<file path="src/rtl/bus_types_pkg.sv">
////////////////////////////////////////////////////////////
//
// Bus board external bus types
// Widths, address and data words, bus strobes and the
// I/O device selects seen on the backplane side
//
////////////////////////////////////////////////////////////

`default_nettype none

package bus_types_pkg;

   localparam int ADDR_W   = 24;             // External address bus
   localparam int DATA_W   = 16;             // Data bus and processor bus
   localparam int OFFSET_W = 16;             // Address register offset
   localparam int BANK_W   = 8;              // Bank extension, ab[23:16]

   typedef logic [ADDR_W-1:0]   addr_t;      // Full 24-bit address
   typedef logic [OFFSET_W-1:0] offset_t;    // Low 16 bits of AR
   typedef logic [BANK_W-1:0]   bank_t;      // One bank register
   typedef logic [DATA_W-1:0]   data_t;      // Bus word

   // Bus transaction levels, active high here
   typedef struct packed {
      logic mem;                             // Memory space cycle
      logic io;                              // I/O space cycle
      logic wr;                              // Write strobe
      logic rd;                              // Read strobe
   } bus_ctl_t;

   // I/O space decode, one 256-word window each
   typedef struct packed {
      logic sysdev;                          // 000-0FF
      logic iodev1xx;                        // 100-1FF
      logic iodev2xx;                        // 200-2FF
      logic iodev3xx;                        // 300-3FF
   } dev_sel_t;

endpackage

`default_nettype wire

</file>
<file path="src/rtl/ucode_pkg.sv">
////////////////////////////////////////////////////////////
//
// Microcode side types
// Field types, register address codes, the decoded step
// and the constant store contents
//
////////////////////////////////////////////////////////////

`default_nettype none

package ucode_pkg;

   typedef logic [4:0] reg_addr_t;           // raddr / waddr field
   typedef logic [3:0] action_t;             // Carried only
   typedef logic [2:0] ir_idx_t;             // IR[2:0], bank select

   typedef struct packed {
      reg_addr_t raddr;                      // Internal bus source
      reg_addr_t waddr;                      // Internal bus destination
      action_t   action;
      logic      mem;                        // Memory space
      logic      io;                         // I/O space
      logic      rd;                         // Bus read request
   } ucode_t;

   localparam reg_addr_t WADDR_AR  = 5'd1;   // Code 0 means no write
   localparam reg_addr_t WADDR_MBN = 5'd2;
   localparam reg_addr_t WADDR_DR  = 5'd3;

   localparam reg_addr_t RADDR_DR      = 5'd1;
   localparam reg_addr_t RADDR_MBN     = 5'd2;
   localparam reg_addr_t RADDR_AR      = 5'd3;
   localparam reg_addr_t RADDR_CS_BASE = 5'd24;  // 24..31 constant store

   // Index 0 is the last entry of the list
   localparam bus_types_pkg::data_t [7:0] CONST_TABLE = {
      16'hFFFF, 16'h8000, 16'h7FFF, 16'h00FF,
      16'h0004, 16'h0002, 16'h0001, 16'h0000
   };

   // One registered step
   typedef struct packed {
      ucode_t               uc;              // Word as sampled
      ir_idx_t              ir;              // Bank register index
      bus_types_pkg::data_t ibus;            // Processor bus value
      logic                 wr_ar;           // AR load
      logic                 wr_mbn;          // Bank register load
      logic                 wr_dr;           // Bus write
      logic                 rd_sel;          // Valid internal bus read
   } decoded_t;

endpackage

`default_nettype wire

</file>
<file path="src/rtl/ucode_decode.sv">
////////////////////////////////////////////////////////////
//
// Microcode decode, input side of the bus board
// Registers the step and turns the register addresses
// into write strobes and a read flag, holding while busy
//
////////////////////////////////////////////////////////////

`default_nettype none

module ucode_decode (
   input  logic                  clk,
   input  logic                  rst_n,
   input  ucode_pkg::ucode_t     ucode,
   input  bus_types_pkg::data_t  ibus_in,
   input  ucode_pkg::ir_idx_t    ir,
   input  logic                  busy,
   output ucode_pkg::decoded_t   decoded
);

   import ucode_pkg::*;

   logic wr_ar_n;                            // Next-step flags
   logic wr_mbn_n;
   logic wr_dr_n;
   logic rd_sel_n;

   always_comb begin
      wr_ar_n  = (ucode.waddr == WADDR_AR);
      wr_mbn_n = (ucode.waddr == WADDR_MBN);
      wr_dr_n  = (ucode.waddr == WADDR_DR);
      case (ucode.raddr)
         RADDR_DR:           rd_sel_n = ucode.rd;   // DR needs a bus read
         RADDR_MBN,
         RADDR_AR:           rd_sel_n = 1'b1;
         default:            rd_sel_n = (ucode.raddr >= RADDR_CS_BASE);
      endcase
   end

   always_ff @(posedge clk) begin
      if (!rst_n) begin
         decoded <= '0;
      end else if (busy) begin
         decoded.wr_ar  <= 1'b0;             // Fields held, step already issued
         decoded.wr_mbn <= 1'b0;
         decoded.wr_dr  <= 1'b0;
         decoded.rd_sel <= 1'b0;
      end else begin
         decoded <= '{uc: ucode, ir: ir, ibus: ibus_in,
                      wr_ar: wr_ar_n, wr_mbn: wr_mbn_n,
                      wr_dr: wr_dr_n, rd_sel: rd_sel_n};
      end
   end

   // A bus cycle is either a read or a write
   a_no_dr_rw: assert property (@(posedge clk) disable iff (!rst_n)
      !(decoded.wr_dr && decoded.rd_sel && decoded.uc.raddr == RADDR_DR));

endmodule

`default_nettype wire

</file>
<file path="src/rtl/addr_reg.sv">
////////////////////////////////////////////////////////////
//
// Address register
// Loads the 16-bit offset from the processor bus, adds the
// bank extension in memory space and decodes I/O devices
//
////////////////////////////////////////////////////////////

`default_nettype none

module addr_reg (
   input  logic                    clk,
   input  logic                    rst_n,
   input  ucode_pkg::decoded_t     decoded,
   input  bus_types_pkg::bank_t    bank,
   output bus_types_pkg::offset_t  offset,
   output bus_types_pkg::addr_t    ab,
   output bus_types_pkg::dev_sel_t dev_sel
);

   import bus_types_pkg::*;

   offset_t  new_off;                        // Offset being loaded
   logic     io_win;                         // Inside the 1K I/O window
   dev_sel_t new_sel;

   always_comb begin
      new_off = decoded.ibus;
      io_win  = (new_off[15:10] == '0);      // Only 000-3FF decodes
      new_sel = '0;
      if (decoded.uc.io && io_win) begin
         case (new_off[9:8])
            2'd0:    new_sel.sysdev   = 1'b1;
            2'd1:    new_sel.iodev1xx = 1'b1;
            2'd2:    new_sel.iodev2xx = 1'b1;
            default: new_sel.iodev3xx = 1'b1;
         endcase
      end
   end

   always_ff @(posedge clk) begin
      if (!rst_n) begin
         ab      <= '0;
         dev_sel <= '0;
      end else if (decoded.wr_ar) begin
         ab      <= decoded.uc.io ? {BANK_W'(0), new_off}   // No banking for I/O
                                  : {bank, new_off};
         dev_sel <= new_sel;
      end
   end

   assign offset = ab[OFFSET_W-1:0];         // Offset is the low part of AR

   a_dev_onehot: assert property (@(posedge clk) disable iff (!rst_n)
      $onehot0(dev_sel));

endmodule

`default_nettype wire

</file>
<file path="src/rtl/mbu.sv">
////////////////////////////////////////////////////////////
//
// Memory banking unit
// Bank registers written from the processor bus, indexed
// by IR[2:0]; AR writes look up the bank by the top
// offset bits
//
////////////////////////////////////////////////////////////

`default_nettype none

module mbu #(
   parameter int BANKS = 8                   // Power of two, 2..8
) (
   input  logic                 clk,
   input  logic                 rst_n,
   input  ucode_pkg::decoded_t  decoded,
   output bus_types_pkg::bank_t bank,
   output bus_types_pkg::bank_t mbn_rd
);

   import bus_types_pkg::*;

   localparam int IDX_W = $clog2(BANKS);

   bank_t            regs [BANKS];           // Bank registers
   logic [IDX_W-1:0] sel_idx;                // From IR
   logic [IDX_W-1:0] lk_idx;                 // From offset top bits

   assign sel_idx = decoded.ir[IDX_W-1:0];
   assign lk_idx  = decoded.ibus[DATA_W-1 -: IDX_W];  // Bits 15:13 for 8 banks

   ////////////////////////////////////////////////////////////
   // Register file

   always_ff @(posedge clk) begin
      if (!rst_n) begin
         for (int i = 0; i < BANKS; i++) begin
            regs[i] <= '0;                   // All banks start at 0
         end
      end else if (decoded.wr_mbn) begin
         regs[sel_idx] <= decoded.ibus[BANK_W-1:0];  // Low byte only
      end
   end

   ////////////////////////////////////////////////////////////
   // Lookup and readback

   assign bank   = regs[lk_idx];             // Sampled by AR at the same edge
   assign mbn_rd = regs[sel_idx];            // MBN read source

   // IR comes from the control unit
   a_ir_known: assert property (@(posedge clk) disable iff (!rst_n)
      decoded.wr_mbn |-> !$isunknown(decoded.ir));

endmodule

`default_nettype wire

</file>
<file path="src/rtl/ibus_source.sv">
////////////////////////////////////////////////////////////
//
// Internal bus source
// Picks the read value for the step and registers it
// with a one-cycle valid level
//
////////////////////////////////////////////////////////////

`default_nettype none

module ibus_source (
   input  logic                   clk,
   input  logic                   rst_n,
   input  ucode_pkg::decoded_t    decoded,
   input  bus_types_pkg::data_t   db_in,
   input  bus_types_pkg::offset_t offset,
   input  bus_types_pkg::bank_t   mbn_rd,
   output bus_types_pkg::data_t   ibus_out,
   output logic                   ibus_valid
);

   import bus_types_pkg::*;
   import ucode_pkg::*;

   logic [2:0] cs_idx;                       // Constant store entry
   data_t      src;

   always_comb begin
      cs_idx = 3'(decoded.uc.raddr - RADDR_CS_BASE);
      case (decoded.uc.raddr)
         RADDR_DR:  src = db_in;             // Sampled at the execute edge
         RADDR_MBN: src = data_t'(mbn_rd);   // Zero extended
         RADDR_AR:  src = data_t'(offset);
         default:   src = (decoded.uc.raddr >= RADDR_CS_BASE) ? CONST_TABLE[cs_idx]
                                                              : '0;
      endcase
   end

   always_ff @(posedge clk) begin
      ibus_out <= src;                       // Ignored unless valid
   end

   always_ff @(posedge clk) begin
      if (!rst_n) ibus_valid <= 1'b0;
      else        ibus_valid <= decoded.rd_sel;  // One pulse per read step
   end

endmodule

`default_nettype wire

</file>
<file path="src/rtl/databus.sv">
////////////////////////////////////////////////////////////
//
// Data bus driver, output side of the bus board
// Drives write data and the bus strobes, and stretches
// the cycle with busy while wait states are asserted
//
////////////////////////////////////////////////////////////

`default_nettype none

module databus (
   input  logic                   clk,
   input  logic                   rst_n,
   input  ucode_pkg::decoded_t    decoded,
   input  logic                   ws,
   output bus_types_pkg::data_t   db_out,
   output bus_types_pkg::bus_ctl_t bus_ctl,
   output logic                   busy
);

   import ucode_pkg::*;

   typedef enum logic [1:0] {
      ST_IDLE,                               // No bus cycle
      ST_WRITE,                              // wr driven
      ST_READ                                // rd driven
   } bus_state_t;

   bus_state_t state;
   logic       rd_dr;                        // DR read this step
   logic       hold;                         // Wait state extends the cycle

   assign rd_dr = decoded.rd_sel && (decoded.uc.raddr == RADDR_DR);
   assign hold  = (state != ST_IDLE) && ws;

   ////////////////////////////////////////////////////////////
   // Bus cycle FSM

   always_ff @(posedge clk) begin
      if (!rst_n) begin
         state   <= ST_IDLE;
         bus_ctl <= '0;
         busy    <= 1'b0;
      end else if (hold) begin
         busy <= 1'b1;                       // Strobes stay as they are
      end else if (decoded.wr_dr) begin
         state   <= ST_WRITE;
         bus_ctl <= '{mem: decoded.uc.mem, io: decoded.uc.io, wr: 1'b1, rd: 1'b0};
         busy    <= 1'b0;
      end else if (rd_dr) begin
         state   <= ST_READ;
         bus_ctl <= '{mem: decoded.uc.mem, io: decoded.uc.io, wr: 1'b0, rd: 1'b1};
         busy    <= 1'b0;
      end else begin
         state   <= ST_IDLE;                 // Cycle ends on ws low
         bus_ctl <= '0;
         busy    <= 1'b0;
      end
   end

   // Write data
   always_ff @(posedge clk) begin
      if (decoded.wr_dr && !hold) db_out <= decoded.ibus;
   end

   a_no_wr_rd: assert property (@(posedge clk) disable iff (!rst_n)
      !(bus_ctl.wr && bus_ctl.rd));

endmodule

`default_nettype wire

</file>
<file path="src/rtl/card_bus.sv">
////////////////////////////////////////////////////////////
//
// Bus board top level
// Microcode decode, address register, banking unit,
// internal bus source and data bus driver
//
////////////////////////////////////////////////////////////

`default_nettype none

module card_bus #(
   parameter int BANKS = 8                   // Bank registers in the MBU
) (
   input  logic                    clk,
   input  logic                    rst_n,
   input  ucode_pkg::ucode_t       ucode,    // Microcode step
   input  bus_types_pkg::data_t    ibus_in,  // Processor bus
   input  ucode_pkg::ir_idx_t      ir,       // IR[2:0]
   input  bus_types_pkg::data_t    db_in,    // Data bus in
   input  logic                    ws,       // Wait state
   output bus_types_pkg::addr_t    ab,
   output bus_types_pkg::dev_sel_t dev_sel,
   output bus_types_pkg::data_t    db_out,
   output bus_types_pkg::bus_ctl_t bus_ctl,
   output logic                    busy,
   output bus_types_pkg::data_t    ibus_out,
   output logic                    ibus_valid
);

   import bus_types_pkg::*;
   import ucode_pkg::*;

   decoded_t decoded;                        // Registered step
   bank_t    bank;                           // MBU lookup for AR
   bank_t    mbn_rd;                         // MBU readback
   offset_t  offset;                         // AR low word

   ////////////////////////////////////////////////////////////
   // Blocks

   ucode_decode ucode_decode_i (.clk, .rst_n, .ucode, .ibus_in, .ir, .busy, .decoded);

   addr_reg addr_reg_i (.clk, .rst_n, .decoded, .bank, .offset, .ab, .dev_sel);

   mbu #(.BANKS(BANKS)) mbu_i (.clk, .rst_n, .decoded, .bank, .mbn_rd);

   ibus_source ibus_source_i (.clk, .rst_n, .decoded, .db_in, .offset, .mbn_rd,
                              .ibus_out, .ibus_valid);

   databus databus_i (.clk, .rst_n, .decoded, .ws, .db_out, .bus_ctl, .busy);

endmodule

`default_nettype wire

</file>
<file path="config.mk">
export PLATFORM = sky130hd
export DESIGN_NAME = card_bus
export DESIGN_NICKNAME = d
export VERILOG_FILES = /design/src/rtl/bus_types_pkg.sv /design/src/rtl/ucode_pkg.sv /design/src/rtl/ucode_decode.sv /design/src/rtl/addr_reg.sv /design/src/rtl/mbu.sv /design/src/rtl/ibus_source.sv /design/src/rtl/databus.sv /design/src/rtl/card_bus.sv
export SDC_FILE = /design/constraint.sdc
export NUM_CORES = 1
export LEC_CHECK = 0
export ABC_AREA = 1
export BUFFER_PORTS_ARGS = -buffer_cell sky130_fd_sc_hd__buf_4
export CAP_MARGIN = 30
export CORE_MARGIN = 2
export CORE_UTILIZATION = 40
export CTS_BUF_LIST = sky130_fd_sc_hd__clkbuf_2 sky130_fd_sc_hd__clkbuf_4 sky130_fd_sc_hd__clkbuf_8
export CTS_CLUSTER_SIZE = 16
export DETAILED_ROUTE_END_ITERATION = 10
export GPL_ROUTABILITY_DRIVEN = 0
export SLEW_MARGIN = 20
export SYNTH_ARGS = -nofsm -noshare
export SYNTH_HDL_FRONTEND = slang
export SYNTH_SLANG_ARGS = --single-unit
</file>
<file path="constraint.sdc">
create_clock -name clk -period 1.6 [get_ports clk]
set_clock_uncertainty 0.05 [all_clocks]
set_input_delay 0.4 -clock clk [delete_from_list [all_inputs] [get_ports clk]]
set_output_delay 0.4 -clock clk [all_outputs]
set_load 0.02 [all_outputs]
</file>
---- Word level (Yosys, flattened, before mapping) ----
Memory sizes are Yosys's and may differ from the RTL's. A register that Yosys moved wholly into a read port is not among the register bits.
Index checks and enable logic that the tools add are counted.
cells by class
  order comparisons ....................... 3
  equality and inequality tests ........... 11
  bitwise logic cells ..................... 1
  reduce and logical (&&, ||, !) cells .... 12
  add/subtract/negate cells ............... 1
  mux-type cells .......................... 26
operator list
  operator             count
  $pmux 16 s3          1
  $mux 16              2
  $eq 5x2->1 const B   6
  $mux 24              1
  $eq 5x1->1 const B   3
  $mux 3               5
  $mux 4               3
  $ge 5x5->1 const B   2
  $mux 1               10
  $mux 8               1
  $reduce_or 8->1      1
  $logic_not 6->1      1
  $logic_and 1x1->1    4
  $lt 3x4->1 const B   1
  $mux 2               2
  $reduce_or 2->1      2
  $reduce_or 3->1      1
  $sub 3x1->3 const B  1
  $eq 2x1->1 const B   1
  $eq 2x2->1 const B   1
  $logic_not 2->1      1
  $pmux 1 s2           1
  $reduce_bool 2->1    1
  $logic_not 1->1      1
  $not 1->1            1
storage, ports and cells
  register bits after elaboration ......... 98
  input bits .............................. 55
  bits in read-only memories .............. 128
  bits in writable memories ............... 64
  memories ................................ 2
  logic and storage cells ................. 79
  output and inout bits ................... 66
memories
  name             depth  width  read ports  clocked after Yosys merged registers in  wr ports  line               text
  (no name shown)  8      16     1           0                                        0         ibus_source.sv:34  default: src = (decoded.uc.raddr >= RADDR_CS_BASE) ? CONST_TABLE[cs_idx]
  mbu_i.regs       8      8      2           2                                        8         mbu.sv:26          bank_t regs [BANKS];

---- Longest topological paths before layout ----
Gate-level depths: netlist of the first run.
  depth in word-level cells ............... 5
  mapped depth ............................ 9
  depth with buffers taken out ............ 8

---- By module ----
Synthesis of the first run repeated with hierarchy kept, for this count alone.
unflattened totals
  cells, all modules ...................... 1033
  area total of the unflattened synthesis .. 8155.3 µm²
modules (own cells, without submodules)
  module        times used  area each (µm²)  cells each  seq. area each (µm²)
  mbu           1           4035.1           550         1921.8
  ucode_decode  1           1457.6           175         800.8
  addr_reg      1           1144.8           150         560.5
  ibus_source   1           792.0            106         340.3
  databus       1           725.7            52          580.6

---- Worst setup path before layout of the first run ----
OpenSTA, ideal clock, no wires.
  path type ............................... reg-to-reg
  from .................................... register databus_i.state[0]
  to ...................................... register databus_i.db_out[0], enable pin
  data required time ...................... 1.160 ns
  clock period less this slack ............ 1.803 ns
  data arrival time ....................... 1.363 ns
  setup time .............................. 0.390 ns
  path buffers ............................ 0
  setup slack ............................. -0.203 ns
  stages on the path, launching flop included .. 3
  cells stage by stage .................... dfxtp_1 o21a_1 nor2_1
between the ends
  cells in the longest elaborated chain, start to end .. 4
ends and longest elaborated chain
  item                    line           text
  start, declared         databus.sv:29  bus_state_t state;
  start signal, assigned  databus.sv:41  state <= ST_IDLE;
  start signal, assigned  databus.sv:47  state <= ST_WRITE;
  start signal, assigned  databus.sv:51  state <= ST_READ;
  $reduce_bool 2->1       databus.sv:34  assign hold = (state != ST_IDLE) && ws;
  $logic_and 1x1->1       databus.sv:34
  $logic_not 1->1         databus.sv:63  if (decoded.wr_dr && !hold) db_out <= decoded.ibus;
  $logic_and 1x1->1       databus.sv:63
  end signal, assigned    databus.sv:63
  end, declared           databus.sv:16  output bus_types_pkg::data_t db_out,
Every way passes these cells.
A chain may end at the register's enable or synchronous reset.

---- Worst setup path after layout of the first run ----
  from .................................... register addr_reg_i.ab[2]
  to ...................................... output ab[2]
RTL lines
  item                    line            text
  start, declared         addr_reg.sv:17  output bus_types_pkg::addr_t ab,
  start signal, assigned  addr_reg.sv:46  ab <= decoded.uc.io ? {BANK_W'(0), new_off}
  end, declared           card_bus.sv:21  output bus_types_pkg::addr_t ab,
No word-level cell between the ends.

==> results.md, run 1 <==
| Parameter | Value |
|---|---|
| Clk root buf | sky130_fd_sc_hd__clkbuf_8 |
| Result of the run | finished clean |
| Router iterations before antenna repair | 5 |
| Synthesized area per cell | 8.51 um^2 |
| NumNets Final | 1,059 |
| Combinational cell fraction of total power | 9.3% |
| Core Box Area | 0.0180 mm^2 |
| Critical path required time | 1150 ps |
| Leakage power summed over all cells | 3.98 nW |
| Most common library cell in the layout ignoring fill and taps | sky130_fd_sc_hd__nand2_1 |
| Synth warnings | 0 |
| Count of boundary I/O pins | 121 |
| Setup WS post-layout | 74.7 ps |
| Power per unit of standard cell area | 977 mW/mm^2 |
| Total Negative Setup Slacks | 0 ps |
| Cell type with the highest aggregate area in the netlist | sky130_fd_sc_hd__edfxtp_1 |
| Crit path buffers/inverters | 1 |
| Share of the clock period used by the worst path after layout | 95.3% |
| Chip Height | 139 um |
| Hold Buf Count CTS | 0 |
| Cell-by-cell listing of the critical path | buf_4 |
| Maximum level of the CTS H-tree | 4 |
| Die Area | 0.0194 mm^2 |
| Layout cells sized above 1 | 20.7% |
| CP peak stage delay | 430 ps |
| Number of non-filler instances in the completed layout | 1,246 |
| Synthesized cell area | 0.00733 mm^2 |
| Number of antenna violations at the first check in global routing | 0 |
| Cell type of the slowest stage on the worst timing path | sky130_fd_sc_hd__dfxtp_1 |
| Drt first-iter violations | 653 |
| # Max-Cap Violations | 0 |
| Type of destination of the critical path | primary output |
| Slew at the pin closest to its max-slew limit | 540 ps |
| Chip width | 139 um |
| Number of flops mapped to enable cells by yosys | 80 |
| Highest clock frequency the design can meet | 0.656 GHz |
| Slew margin rel. | 63.8% |
| Combined global-route utilization of all metal layers | 20.9% |
| Part of the total power dissipated in sequential elements | 53.6% |
| Largest net degree at the start of global routing | 30 |
| Wire length of the first global-routing pass | 31,300 um |
| TritonCTS clock tree | done |
| Site row count | 49 |
| Count of unique library cells instantiated by Yosys | 31 |
| Worst endpoint data arrival time | 1080 ps |
| DRC violation count after routing | 0 |
| Share of flip-flops with an asynchronous set or reset after synthesis | 0% |
| Setup violators final | 0 |
| Total number of vias | 6,270 |
| Synth Net Count | 917 |
| Initial cell density of the core | 40.8% |
| Grt total ovfl | 0 |
| Dominant synthesized flop cell | sky130_fd_sc_hd__dfxtp_1 |
| Final antenna diode count | 0 |
| Gate count after technology mapping | 862 |
| Top cells by area in the synthesized netlist | sky130_fd_sc_hd__edfxtp_1 33%, sky130_fd_sc_hd__dfxtp_1 25%, sky130_fd_sc_hd__nand2_1 8.4% |
| Clock transition at the register clock pins on the worst setup and hold paths after CTS | 100 ps |
| Via count of the first global-routing pass | 5,683 |
| Maximum clock path buffer count | 2 |
| Insertion delay of the later-clocked pin in the worst-skew pair | 460 ps |
| Cell-internal power | 6.70 mW |
| Final hold viol count | 0 |
| Cell type group with the largest total delay on the critical path | flip-flops |
| Register bit total from synthesis | 172 |
| Clock sink count | 172 |
| Worst slack, placed | 57.1 ps |
| Class of the tightest hold or removal check | in2reg |
| Worst-case vdd ir drop | 0.613 mV |
| Total wirelength of the detailed-routed design | 20,100 um |
| Kind of critical path | reg2out |
| Setup repair after global routing missed its margin | false |
| Net switching fraction of the power | 25.2% |
| Post-route core utilization | 51.0% |
| Routed vias/inst | 5.03 |
| Worst-path maximum fanout | 3 |
| Commonest cells after routing, fill and taps aside | 164 x sky130_fd_sc_hd__nand2_1, 155 x sky130_fd_sc_hd__buf_4, 111 x sky130_fd_sc_hd__inv_1, 108 x sky130_fd_sc_hd__nand3_1, 98 x sky130_fd_sc_hd__nor2_1 |
| Final worst path period need | 1530 ps |
| Sequential fraction of the synthesis area | 57.9% |
| Max-slew violation total from the final report | 0 |
| Launching element type of the critical path | flop |
| Average wire per cell in the routed design | 16.1 um |
| Share of the synthesized area in the top cell type | 32.8% |
| HPWL reported at the end of detailed placement | 14,800 um |
| Switching component of the power | 2.26 mW |
| CTS buffer count | 17 |
| Count of buffers inserted at the top-level ports | 116 |
| Clock Power Share | 37.1% |
| ANT nets after route | 0 |
| DP Cell Count | 1,214 |
| Synthesis-to-layout area growth | 25.0% |
[power by group through the flow]
stage | Combinational [mW] | Sequential (mW) | Clock, mW
final | 0.831 | 4.80 | 3.33
after global routing | 0.918 | 4.82 | 3.58
after CTS | 0.831 | 4.80 | 3.40
after detailed placement | 0.827 | 4.91 | 0
after global placement | 0.820 | 4.90 | 0
after floorplan | 0.445 | 4.91 | 0
[state kept, by name (all words and copies together), names as in the netlist, named ones only]
name	count
ibus_source_i.ibus_valid	1
ucode_decode_i.decoded	30
mbu_i.regs	64
addr_reg_i.dev_sel	4
databus_i.bus_ctl	2
databus_i.busy	1
addr_reg_i.ab	24
ibus_source_i.ibus_out	16
databus_i.db_out	16
databus_i.state	2
[cell type report]
type	instances	area [um^2]
Timing Repair Buffer	163	1320
Tap cell	229	287
Sequential cell	172	4250
Clock buffer	19	255
Clock inverter	13	176
Multi-Input combinational cell	528	2430
Fill cell	1744	8790
Inverter	122	459
[cells in the mapped netlist, types with 2 or more instances]
| library cell | count |
|---|---|
| sky130_fd_sc_hd__nor4_1 | 3 |
| sky130_fd_sc_hd__inv_1 | 111 |
| sky130_fd_sc_hd__nand4_1 | 9 |
| sky130_fd_sc_hd__nor2_1 | 99 |
| sky130_fd_sc_hd__nor3_1 | 2 |
| sky130_fd_sc_hd__a211oi_1 | 2 |
| sky130_fd_sc_hd__a21oi_1 | 55 |
| sky130_fd_sc_hd__o211ai_1 | 16 |
| sky130_fd_sc_hd__clkbuf_1 | 17 |
| sky130_fd_sc_hd__nand2_2 | 5 |
| sky130_fd_sc_hd__o21ai_0 | 54 |
| sky130_fd_sc_hd__nand3_1 | 108 |
| sky130_fd_sc_hd__o21ai_1 | 2 |
| sky130_fd_sc_hd__buf_2 | 17 |
| sky130_fd_sc_hd__edfxtp_1 | 80 |
| sky130_fd_sc_hd__buf_4 | 3 |
| sky130_fd_sc_hd__dfxtp_1 | 92 |
| sky130_fd_sc_hd__clkinv_1 | 8 |
| sky130_fd_sc_hd__nand2_1 | 164 |
| sky130_fd_sc_hd__inv_2 | 2 |
| sky130_fd_sc_hd__buf_6 | 3 |
[metrics by stage]
step                power (mW)  hold slack [ps]  instance area (um^2)
floorplan                 5.36              358                  7340
global placement          5.72              361                  8730
detailed placement        5.73              367                  8730
CTS                       9.03             27.1                  9180
global route              9.32             21.4                  9170
finish                    8.96             57.7                  9170
[repair_timing]
item                       4_1_cts  5_1_grt
cloned                           0        0
gates resized for setup          3        0
pin swaps                        0        0
setup buffers                    1        0
setup endpoints to repair        1        1
hold endpoints to repair         0        0
[logic make-up after synthesis]
kind of cell | after synthesis | share of synthesized area (%)
AND/OR/NAND/NOR | 395 | 23.1
buffers and inverters | 162 | 9.06
flip-flops | 172 | 57.9
AO/OA/AOI/OAI | 133 | 9.93
[metal layers]
layer | part of all wire (%) | track usage, % | vias up
met4 | 1.2 | 6.17 | 0
li1 | - | - | 3113
met1 | 46 | 30.3 | 2912
met3 | 7.1 | 4.23 | 15
met5 | 0 | 0 | -
met2 | 46 | 31.6 | 230
[worst paths after layout]
kind | slack, ps | start | cells past startpoint | endpoint
setup / recovery | 70 | addr_reg_i.ab[2]$_SDFFE_PN0P_ | 1 | ab[2]
setup reg to reg | 110 | ucode_decode_i.decoded[38]$_SDFFE_PN0N_ | 6 | ibus_source_i.ibus_out[2]$_DFF_P_
hold / removal | 60 | ucode[8] | 2 | ucode_decode_i.decoded[3]$_SDFF_PP0_
hold reg to reg | 390 | ucode_decode_i.decoded[19]$_SDFFE_PN0N_ | 0 | databus_i.db_out[15]$_DFFE_PP_
Note: power is estimated with default switching activity, not from simulation.
==> inputs of run 2 (changes only) <==
--- a/config.mk
+++ b/config.mk
@@ -14,6 +14,7 @@
 export CTS_CLUSTER_SIZE = 16
 export DETAILED_ROUTE_END_ITERATION = 10
 export GPL_ROUTABILITY_DRIVEN = 0
+export GPL_TIMING_DRIVEN = 0
 export SLEW_MARGIN = 20
 export SYNTH_ARGS = -nofsm -noshare
 export SYNTH_HDL_FRONTEND = slang
==> run 2 against run 1 <==
  * Register-to-register slack got worse by 70 ps
  * Largest cell class unchanged
  * Sequential share of layout area increased by 0.68 points
  * Non-clock buffer count decreased by 6
  * Global-route usage increased by 1.9 points
  * Core utilization decreased by 0.79 points
  * Highest routed layer unchanged
  * Cell count decreased by 0.48%
  * First-iteration DRC count decreased by 12%
==> results.md, run 2 (same netlist as run 1, synthesis figures left out) <==
| Parameter | Value |
|---|---|
| Clock sink count | 172 |
| Final hold viol count | 0 |
| Synthesis-to-layout area growth | 23.1% |
| Cell area reported after detailed placement | 0.00851 mm^2 |
| Slew margin rel. | 59.1% |
| Max-slew violation total from the final report | 0 |
| Count of buffers inserted at the top-level ports | 116 |
| Combined global-route utilization of all metal layers | 22.7% |
| Drt first-iter violations | 575 |
| Largest net degree at the start of global routing | 19 |
| Share of the clock period used by the worst path after layout | 97.3% |
| Count of boundary I/O pins | 121 |
| Setup repair after global routing missed its margin | true |
| Clock Power Share | 35.6% |
| CP peak stage delay | 340 ps |
| Grt total ovfl | 0 |
| Most numerous cell on the critical path | sky130_fd_sc_hd__nand3_1 |
| Number of antenna violations at the first check in global routing | 0 |
| Router iterations before antenna repair | 5 |
| Cell type of the slowest stage on the worst timing path | sky130_fd_sc_hd__dfxtp_1 |
| Part of the total power dissipated in sequential elements | 54.7% |
| Critical path required time | 1910 ps |
| Via count of the first global-routing pass | 5,987 |
| DRC violation count after routing | 0 |
| Class of the tightest hold or removal check | in2reg |
| Core Box Area | 0.0180 mm^2 |
| Layout cells sized above 1 | 20.9% |
| Kind of critical path | reg2reg |
| Combinational cell fraction of total power | 9.7% |
| Chip width | 139 um |
| Type of destination of the critical path | flop |
| ANT nets after route | 0 |
| Setup violators final | 0 |
| Most common library cell in the layout ignoring fill and taps | sky130_fd_sc_hd__nand2_1 |
| Hold Buf Count CTS | 0 |
| Post-route core utilization | 50.3% |
| Site row count | 49 |
| Switching component of the power | 2.45 mW |
| Worst-path maximum fanout | 10 |
| Flip-flop count of the largest register, all copies and words added | 64 |
| Highest clock frequency the design can meet | 0.642 GHz |
| Routed vias/inst | 5.20 |
| Cell-internal power | 6.35 mW |
| Final antenna diode count | 0 |
| NumNets Final | 1,053 |
| Insertion delay of the later-clocked pin in the worst-skew pair | 480 ps |
| Fin area | 0.00903 mm^2 |
| Launching element type of the critical path | flop |
| Total wirelength of the detailed-routed design | 22,100 um |
| Cell-by-cell listing of the critical path | buf_4, buf_2, o211ai_1, nand3_1, nand3_1, nand3_1 |
| Maximum level of the CTS H-tree | 4 |
| Commonest cells after routing, fill and taps aside | 152 x sky130_fd_sc_hd__nand2_1, 120 x sky130_fd_sc_hd__buf_4, 111 x sky130_fd_sc_hd__inv_1, 105 x sky130_fd_sc_hd__nand3_1, 95 x sky130_fd_sc_hd__nor2_1 |
| Total number of vias | 6,451 |
| TritonCTS clock tree | done |
| Maximum clock path buffer count | 2 |
| # Max-Cap Violations | 0 |
| Chip Height | 139 um |
| Wire length of the first global-routing pass | 33,600 um |
| HPWL reported at the end of detailed placement | 16,200 um |
| Clock transition at the register clock pins on the worst setup and hold paths after CTS | 110 ps |
| Final-layout fill cell count | 1,772 |
| Biggest register | mbu_i.regs |
| Result of the run | finished clean |
| Initial cell density of the core | 40.8% |
| Worst-case vdd ir drop | 0.550 mV |
| Final worst path period need | 1560 ps |
| Slew at the pin closest to its max-slew limit | 607 ps |
| Power per unit of standard cell area | 975 mW/mm^2 |
| Leakage power summed over all cells | 3.87 nW |
| Worst endpoint data arrival time | 1870 ps |
| Net switching fraction of the power | 27.8% |
| Clk root buf | sky130_fd_sc_hd__clkbuf_8 |
| Die Area | 0.0194 mm^2 |
| CTS buffer count | 17 |
| Largest registers | mbu_i.regs x64, ucode_decode_i.decoded x30, addr_reg_i.ab x24 |
| Average wire per cell in the routed design | 17.8 um |
[run 2: changes by cell type in the layout (fill, tap and decap cells not counted), sizes merged]
cell	delta
buf	-24
clkbuf	+16
bufinv	-2
clkinv	+2
clkinvlp	+1
inv	+1
[run 2: final timing paths]
kind                                      startpoint                                   end  slack, ps  cells after the start
max                                             flop     ibus_source_i.ibus_out[4]$_DFF_P_         40                      6
min                                         ucode[7]  ucode_decode_i.decoded[2]$_SDFF_PP0_         40                      2
max reg2reg                                     flop     ibus_source_i.ibus_out[4]$_DFF_P_         40                      6
min reg2reg  ucode_decode_i.decoded[18]$_SDFFE_PN0N_        databus_i.db_out[14]$_DFFE_PP_        380                      0
[run 2: layout make-up]
cell class	instances	area [um^2]	area share, %
buffer	38	216	2.40
sequential	172	4240	47.0
clock buffer	17	234	2.59
clock inverter	15	169	1.87
timing repair buffer	119	913	10.1
inverter	122	459	5.09
tap	229	287	3.17
multi-input combinational	528	2500	27.7
[run 2: metrics by stage]
step | instances | worst slack (ps) | hold WS (ps) | setup TNS [ps] | power, mW
finish | 1240 | 42.8 | 40.1 | 0 | 8.80
global placement | 1207 | -467 | 359 | -29680 | 5.71
detailed placement | 1208 | -491 | 365 | -26730 | 5.73
CTS | 1240 | 0.647 | 19.6 | 0 | 8.81
global route | 1240 | -44.6 | 19.9 | -44.6 | 9.12
floorplan | 862 | 66.1 | 358 | 0 | 5.36
[run 2: metal layers]
metal,part of all wire [%],track usage (%),vias up
li1,-,-,3117
met1,46,32.7,2995
met2,43,33.2,294
met3,8.2,5.92,45
met4,2.3,7.92,0
met5,0,0,-
[run 2: power by group through the flow]
stage | combinational [mW] | clock, mW | sequential [mW]
final | 0.855 | 3.13 | 4.81
after global routing | 0.929 | 3.37 | 4.82
after CTS | 0.833 | 3.18 | 4.80
after detailed placement | 0.823 | 0 | 4.90
after global placement | 0.817 | 0 | 4.90
after floorplan | 0.445 | 0 | 4.91
[run 2: repair_timing]
| action | CTS | global route |
|---|---|---|
| setup buffers | 0 | 2 |
| pin swaps | 0 | 1 |
| endpoints found under the setup margin | 74 | 55 |
| gates cloned | 0 | 0 |
| resized for setup | 15 | 22 |
[run 2: critical path: cells and delay by family, from the launching register on]
kind / cells / cell delay (ps)
buf+inv: 2 / 380
flops: 1 / 340
simple gates: 3 / 350
compound gates: 1 / 320
